File: config.mk
export PLATFORM = sky130hd
export DESIGN_NAME = fetch_top
export DESIGN_NICKNAME = d
export VERILOG_FILES = /design/src/source/fetch_pkg.sv /design/src/source/pc_gen.sv /design/src/source/icache_stub.sv /design/src/source/predecode.sv /design/src/source/fetch_top.sv
export SDC_FILE = /design/constraint.sdc
export NUM_CORES = 1
export LEC_CHECK = 0
export ABC_AREA = 1
export BUFFER_PORTS_ARGS = -buffer_cell sky130_fd_sc_hd__buf_2
export CORE_MARGIN = 4
export CORE_UTILIZATION = 40
export DETAILED_ROUTE_END_ITERATION = 10
export GPL_ROUTABILITY_DRIVEN = 0
export PLACE_DENSITY = 0.65
export SLEW_MARGIN = 20
export SYNTH_ARGS = -nofsm -noshare
export SYNTH_HDL_FRONTEND = slang
export SYNTH_SLANG_ARGS = --single-unit
File: constraint.sdc
create_clock -name clk -period 2.4 [get_ports clk]
set_input_delay 0.24 -clock clk [delete_from_list [all_inputs] [get_ports clk]]
set_output_delay 0.24 -clock clk [all_outputs]
set_load 0.02 [all_outputs]
File: src/source/fetch_pkg.sv
package fetch_pkg;

    // byte address of a fetch
    typedef logic [31:0] addr_t;
    // one LA32R instruction word
    typedef logic [31:0] inst_t;

    // execution unit an instruction is steered to
    typedef enum logic [3:0] {
        unit_alu,
        unit_br,
        unit_div,
        unit_priv,
        unit_mul,
        unit_dcache,
        unit_rdcnt,
        unit_illegal
    } unit_e;

    // one issue slot as seen by decode
    typedef struct packed {
        logic  valid;
        addr_t pc;
        inst_t inst;
        unit_e unit;
    } fetch_slot_t;

    // slot0 in the low half, same order as the raw word pair
    typedef struct packed {
        fetch_slot_t slot1;
        fetch_slot_t slot0;
    } fetch_pair_t;

    // defaults for the module parameters
    // the top level passes its own values down
    parameter addr_t       reset_pc   = 32'h0000_0000;
    parameter int unsigned prog_words = 8;

    // major opcode prefixes, taken from the top of the word
    localparam logic [9:0]  op_addi_w = 10'b0000001010;
    localparam logic [9:0]  op_ld_b   = 10'b0010100000;
    localparam logic [9:0]  op_ld_h   = 10'b0010100001;
    localparam logic [9:0]  op_ld_w   = 10'b0010100010;
    localparam logic [5:0]  op_beq    = 6'b010110;
    localparam logic [5:0]  op_bne    = 6'b010111;
    localparam logic [16:0] op_mul_w  = 17'b00000000000111000;
    localparam logic [16:0] op_div_w  = 17'b00000000001000000;
    localparam logic [16:0] op_rdcnt  = 17'b00000000000000000;
    // csrrd, csrwr and csrxchg share this prefix
    localparam logic [7:0]  op_csr    = 8'b00000100;

    // addi.w r0,r0,0
    localparam inst_t nop_inst = 32'b0000001010_000000000000_00000_00000;

    // test program from byte address 0, one word per entry
    localparam inst_t prog_rom [0:prog_words-1] = '{
        32'b0000001010_000000010000_00001_00001,  // addi.w r1,r1,16
        32'b0010100010_000000000001_00010_00011,  // ld.w r3,r2,1
        32'b010111_1111111111111110_00010_00001,  // bne r2,r1,-2
        32'b00000000000111000_00011_00010_00101,  // mul.w r5,r2,r3
        32'b00000000001000000_00010_00101_00110,  // div.w r6,r5,r2
        32'b00000100_00000000000001_00000_00111,  // csrrd r7,0x1
        32'b0000000000000000011000_00000_01000,   // rdcntvl.w r8
        32'b0010100000_000000000001_00011_00100   // ld.b r4,r3,1
    };

endpackage

File: src/source/pc_gen.sv
`timescale 1ns/1ps

module pc_gen #(
    parameter fetch_pkg::addr_t reset_pc = fetch_pkg::reset_pc
) (
    input  logic             clk,
    input  logic             rstn,
    input  logic             stall,
    input  logic             flush,
    input  fetch_pkg::addr_t redirect_pc,
    input  logic             step_pair,
    output fetch_pkg::addr_t pc
);

    import fetch_pkg::*;

    // one instruction is four bytes
    localparam addr_t inst_bytes = 32'd4;

    addr_t step;
    addr_t pc_next;

    // two words when the pair may dual issue, else only one
    always_comb begin
        step    = step_pair ? (inst_bytes << 1) : inst_bytes;
        pc_next = pc + step;
    end

    // flush beats stall
    // the redirect target is taken even while the front end is frozen
    always_ff @(posedge clk or negedge rstn) begin
        if (!rstn) begin
            pc <= reset_pc;
        end else if (flush) begin
            pc <= redirect_pc;
        end else if (!stall) begin
            // pc already runs one pair ahead of the output register
            pc <= pc_next;
        end
    end

    // reset value and redirect targets come from outside
    // a misaligned one would break the table index in the stub
    a_pc_aligned: assert property (
        @(posedge clk) disable iff (!rstn)
        pc[1:0] == 2'b00
    ) else $error("pc_gen: pc %h not word aligned", pc);

endmodule

File: src/source/icache_stub.sv
`timescale 1ns/1ps

module icache_stub #(
    parameter int unsigned prog_words = fetch_pkg::prog_words
) (
    input  logic                  clk,
    input  logic                  rstn,
    input  logic                  stall,
    input  logic                  flush,
    input  fetch_pkg::addr_t      pc,
    output logic                  step_pair,
    output fetch_pkg::inst_t [1:0] ir_pair,
    output fetch_pkg::addr_t      pair_pc,
    output logic                  second_ok,
    output logic                  line_valid
);

    import fetch_pkg::*;

    // never read past the end of the table itself
    localparam int unsigned rom_len =
        (prog_words < $size(prog_rom)) ? prog_words : $size(prog_rom);

    addr_t        idx0;
    addr_t        idx1;
    inst_t [1:0]  ir_next;
    logic         pair_ok;

    // word at a given index
    // nop past the program
    function automatic inst_t rom_word(input addr_t idx);
        inst_t word;
        word = nop_inst;
        for (int unsigned i = 0; i < rom_len; i++) begin
            if (idx == addr_t'(i)) begin
                word = prog_rom[i];
            end
        end
        return word;
    endfunction

    // lookup of the addressed word and the one after it
    always_comb begin
        idx0       = {2'b00, pc[31:2]};
        idx1       = idx0 + 32'd1;
        ir_next[0] = rom_word(idx0);
        ir_next[1] = rom_word(idx1);
        // second word issues only from an 8 byte aligned pair
        pair_ok    = ~pc[2];
    end

    // pc_gen steps on this before the output register sees it
    assign step_pair = pair_ok;

    // control flops
    // the stub has no misses, so every address gives a valid line
    always_ff @(posedge clk or negedge rstn) begin
        if (!rstn) begin
            line_valid <= 1'b0;
            second_ok  <= 1'b0;
        end else if (flush) begin
            // bubble for the cycle after a redirect
            line_valid <= 1'b0;
            second_ok  <= 1'b0;
        end else if (!stall) begin
            line_valid <= 1'b1;
            second_ok  <= pair_ok;
        end
    end

    // payload flops
    // zeroed on reset and flush along with the control bits
    always_ff @(posedge clk or negedge rstn) begin
        if (!rstn) begin
            ir_pair <= '0;
            pair_pc <= '0;
        end else if (flush) begin
            ir_pair <= '0;
            pair_pc <= '0;
        end else if (!stall) begin
            ir_pair <= ir_next;
            pair_pc <= pc;
        end
    end

    // pairing without a line would hand decode a lone slot1
    a_second_needs_line: assert property (
        @(posedge clk) disable iff (!rstn)
        second_ok |-> line_valid
    ) else $error("icache_stub: second_ok without line_valid");

    // frozen outputs for every held cycle
    // a flush on a stalled edge still clears them
    a_stall_hold: assert property (
        @(posedge clk) disable iff (!rstn)
        (stall && !flush) |=> $stable({ir_pair, pair_pc, second_ok, line_valid})
    ) else $error("icache_stub: outputs moved under stall");

endmodule

File: src/source/predecode.sv
`timescale 1ns/1ps

module predecode (
    input  fetch_pkg::inst_t [1:0] ir_pair,
    input  fetch_pkg::addr_t       pair_pc,
    input  logic                   second_ok,
    input  logic                   line_valid,
    output fetch_pkg::fetch_pair_t fetch_out
);

    import fetch_pkg::*;

    // rdcnt group sits under an all zero prefix
    // bits 14:11 pick it out from the rest of that space
    localparam logic [3:0] rdcnt_sub = 4'b1100;

    // slot1 sits one word above slot0
    localparam addr_t inst_bytes = 32'd4;

    // sort a word into its execution unit
    // prefixes do not overlap so the order is free
    function automatic unit_e classify(input inst_t w);
        unit_e cls;
        cls = unit_illegal;
        if (w[31:22] == op_addi_w) begin
            cls = unit_alu;
        end else if (w[31:22] == op_ld_b ||
                     w[31:22] == op_ld_h ||
                     w[31:22] == op_ld_w) begin
            // loads go to the data cache port
            cls = unit_dcache;
        end else if (w[31:26] == op_beq || w[31:26] == op_bne) begin
            cls = unit_br;
        end else if (w[31:15] == op_mul_w) begin
            cls = unit_mul;
        end else if (w[31:15] == op_div_w) begin
            // iterative divider, long latency
            cls = unit_div;
        end else if (w[31:24] == op_csr) begin
            // csr access serialises, handled as privileged
            cls = unit_priv;
        end else if (w[31:15] == op_rdcnt && w[14:11] == rdcnt_sub) begin
            cls = unit_rdcnt;
        end
        return cls;
    endfunction

    // pack both slots without a register
    always_comb begin
        // slot0 follows the line alone
        fetch_out.slot0.valid = line_valid;
        fetch_out.slot0.pc    = pair_pc;
        fetch_out.slot0.inst  = ir_pair[0];
        fetch_out.slot0.unit  = classify(ir_pair[0]);

        // slot1 also needs the pairing flag
        fetch_out.slot1.valid = line_valid & second_ok;
        fetch_out.slot1.pc    = pair_pc + inst_bytes;
        fetch_out.slot1.inst  = ir_pair[1];
        fetch_out.slot1.unit  = classify(ir_pair[1]);
    end

    // decode issues in order
    // a lone slot1 would run ahead of its older neighbour
    always_comb begin
        assert (!fetch_out.slot1.valid || fetch_out.slot0.valid)
        else $error("predecode: slot1 valid at %h with slot0 invalid",
                    fetch_out.slot1.pc);
    end

endmodule

File: src/source/fetch_top.sv
`timescale 1ns/1ps

module fetch_top #(
    parameter fetch_pkg::addr_t reset_pc   = fetch_pkg::reset_pc,
    parameter int unsigned      prog_words = fetch_pkg::prog_words
) (
    input  logic                   clk,
    input  logic                   rstn,
    input  logic                   stall,
    input  logic                   flush,
    input  fetch_pkg::addr_t       redirect_pc,
    output fetch_pkg::fetch_pair_t fetch_out
);

    import fetch_pkg::*;

    // current fetch address, one pair ahead of fetch_out
    addr_t       pc;
    // combinational pairing flag back to the pc stepper
    logic        step_pair;
    // registered pair from the stub
    inst_t [1:0] ir_pair;
    addr_t       pair_pc;
    logic        second_ok;
    logic        line_valid;

    pc_gen #(
        .reset_pc    (reset_pc)
    ) pc_gen0 (
        .clk         (clk),
        .rstn        (rstn),
        .stall       (stall),
        .flush       (flush),
        .redirect_pc (redirect_pc),
        .step_pair   (step_pair),
        .pc          (pc)
    );

    icache_stub #(
        .prog_words  (prog_words)
    ) icache0 (
        .clk         (clk),
        .rstn        (rstn),
        .stall       (stall),
        .flush       (flush),
        .pc          (pc),
        .step_pair   (step_pair),
        .ir_pair     (ir_pair),
        .pair_pc     (pair_pc),
        .second_ok   (second_ok),
        .line_valid  (line_valid)
    );

    // zero latency
    // fetch_out changes with the stub registers
    predecode predecode0 (
        .ir_pair     (ir_pair),
        .pair_pc     (pair_pc),
        .second_ok   (second_ok),
        .line_valid  (line_valid),
        .fetch_out   (fetch_out)
    );

endmodule

==> summary.md <==
| Metric | Value |
|---|---|
| Synth cell types | 47 |
| CP endpoint kind | primary output |
| Clk_skew | 0.00771 ns |
| Commonest non-fill, non-tap cell in the layout | nand2_1 |
| Post-synth EDFFs | 0 |
| CTS tree | done |
| WL final | 25900 µm |
| IO Pins | 174 |
| Synthesized area | 7530 µm² |
| Num rows | 49 |
| Slew Limit Fails | 0 |
| CTS buffer count | 9 |
| Setup violators final | 34 |
| Most frequent cells in the layout | nand2_1 (239), buf_4 (151), buf_2 (145) |
| Synth Area per Inst | 6.98 µm² |
| Die X-Extent | 145 µm |
| Hold Crit Class | primary input to register |
| Multi-input logic area | 4700 µm² |
| Flop2flop setup slack | -0.26 ns |
| CP required | 2.16 ns |
| Final period util | 121% |
| Synth warn | 0 |
| Layout cells sized above 1 | 39.4% |
| Clock buffer depth | 2 |
| Max Cap Viol | 0 |
| Final ANT Viol Nets | 0 |
| Slew headroom | 54.0% |
| Yosys top cell by area | dfrtp_1 |
| Vias per std cell | 5.22 |
| Antenna violations before repair | 0 |
| # port buffers | 163 |
| Startpoint types | register |
| Register area | 2620 µm² |
| Synthesis-to-finish area growth | 40.4% |
| Worst-Skew Late Latency | 0.36 ns |
| Via count | 8328 |
| GRT Util Overall | 23.2% |
| Async set-reset flop share out of synthesis | 100% |
| Final min period | 2.91 ns |
| Ranking of synthesized cells by area | dfrtp_1 (35%), nand2_1 (13%), inv_1 (6.6%) |
| CP Data Arrival Time | 2.67 ns |
| Max Fanout on Critical Path | 3 |
| Largest net degree at the start of global routing | 51 |
| Core Region | 18200 µm² |
| Dpl hpwl | 19000 µm |
| Failing checks | negative setup slack |
| Final #Nets | 1403 |
| First-pass DRT Iterations | 7 |
| Worst-Margin Slew | 0.690 ns |
| Syn Inst Count | 1078 |
| Peak VDD IR | 0.366 mV |
| Post-synth top area share | 34.6% |
| Clk sinks | 104 |
| Wire length per cell | 16.2 µm |
| Initial core utilization | 41.3% |
| Dpl ws | -0.130 ns |
| Pleak | 5.29 nW |
| Vias in the first global route | 7774 |
| Worst Slack Setup Final | -0.507 ns |
| Die area | 21100 µm² |
| Initial DRC count | 715 |
| Setup CP Type | register to primary output |
| Most used DFF post-synth | dfrtp_1 |
| Fillers | 1652 |
| Fmax | 344 MHz |
| Fin cells | 1594 |
| # H-tree levels | 3 |
| Register bit count reported by yosys | 104 |
| Die Height | 145 µm |
| First-pass GRT wire length | 40400 µm |
| Clock transition at path regs | 0.07 ns |
| Clock root cell | clkbuf_16 |
| Dpl cells | 1539 |
| Sequential share of the synthesized area | 34.6% |
| Status | finished with violations |
| Final hold violations | 0 |
| PwrDens | 487 nW/µm² |
| RSZ-0062 raised after global routing | yes |
| GRT overflow | 0 |
| DRC viols | 0 |
| N_diodes | 0 |
-- cells in the mapped netlist (all sizes together) (2+ instances only) --
cell and n:
inv 142, nor4 3, a31oi 4, o211ai 15, nor2 146, o21ai 84, nor3 23, nand2 289
a21oi 24, o22ai 25, a211oi 3, nand4 20, clkbuf 21, ha 7, o221ai 5, clkinv 4
a22o 3, a22oi 2, nand3 81, buf 33, dfrtp 104, xor2 28
-- critical path, stage by stage, from the launching register on --
cell,delay [ns]
dfrtp_2,0.41
ha_4,0.16
nand2_4,0.05
nor2_4,0.12
nand3_2,0.11
nor2_2,0.13
nand2_2,0.08
nor2_4,0.12
nand2_2,0.07
nor2_4,0.13
nand3_4,0.09
nor3_4,0.19
nand3_2,0.12
nor2_4,0.17
nand3_2,0.08
nand2_2,0.09
nand2_2,0.05
buf_6,0.13
-- timing repair --
action,CTS,global route
setup endpoints to repair,42,54
pin swaps,20,59
endpoints found under the hold margin,45,0
buffers inserted,15,21
hold buffers,1,0
gates resized for setup,71,120
gates cloned,2,0
-- cells by family after synthesis --
family                   share of synthesized area (%)
XOR/XNOR                                          3.26
flip-flops                                        34.6
buffers and inverters                             11.5
AND/OR/NAND/NOR                                   35.6
adder cells (fa/ha/maj)                           1.16
AO/OA/AOI/OAI                                     13.8
other                                           0.0498
-- final timing paths --
kind | start | to | depth (start not counted)
worst max-delay path | icache0.pair_pc[3] | fetch_out[135] | 17
worst min-delay path | redirect_pc[0] | pc_gen0.pc[0] | 3
worst max register to register | pc_gen0.pc[3] | icache0.ir_pair[45] | 18
worst min register to register | icache0.ir_pair[3] | icache0.ir_pair[3] | 2
max in group asynchronous | rstn | icache0.pair_pc[4] | 3
min in group asynchronous | rstn | pc_gen0.pc[23] | 2
-- cell type report --
type	instances	area share, %
sequential	104	24.8
clock buffer	12	2.33
timing repair buffer	314	19.7
tap	229	2.71
clock inverter	4	0.722
inverter	146	5.26
multi-input combinational	785	44.5
-- power by group --
part / leakage, nW / switching [mW] / internal [mW]
combinational: 3.81 / 0.931 / 0.532
sequential: 1.33 / 0.169 / 1.87
clock: 0.153 / 0.697 / 0.949
-- per-stage QoR --
step	TNS [ns]	util (%)	power [mW]	hold slack, ns	cell area, µm²
floorplan	-0.404	-	2.80	-0.0556	7630
global placement	-0.879	51.2	3.33	0.309	9320
detailed placement	-1.72	51.2	3.34	0.309	9320
CTS	-5.98	54.9	5.04	0.0608	10000
global route	-15.74	58.1	5.40	0.0709	10600
finish	-9.74	58.1	5.15	0.0727	10600
-- state kept, by name, summed over array words and instances, names as in the netlist --
signal and flops:
icache0.ir_pair 38, icache0.pair_pc 32, pc_gen0.pc 32, icache0.second_ok 1, icache0.line_valid 1
-- metal layers --
metal,wire length (µm),share of wire (%),track usage [%],vias up
met2,11800,46,36.4,339
li1,-,-,-,4048
met5,0,0,0,-
met4,607,2.3,6.79,0
met3,1730,6.7,4.43,56
met1,11700,45,32.8,3885
Power figures use the tool's default switching activity.
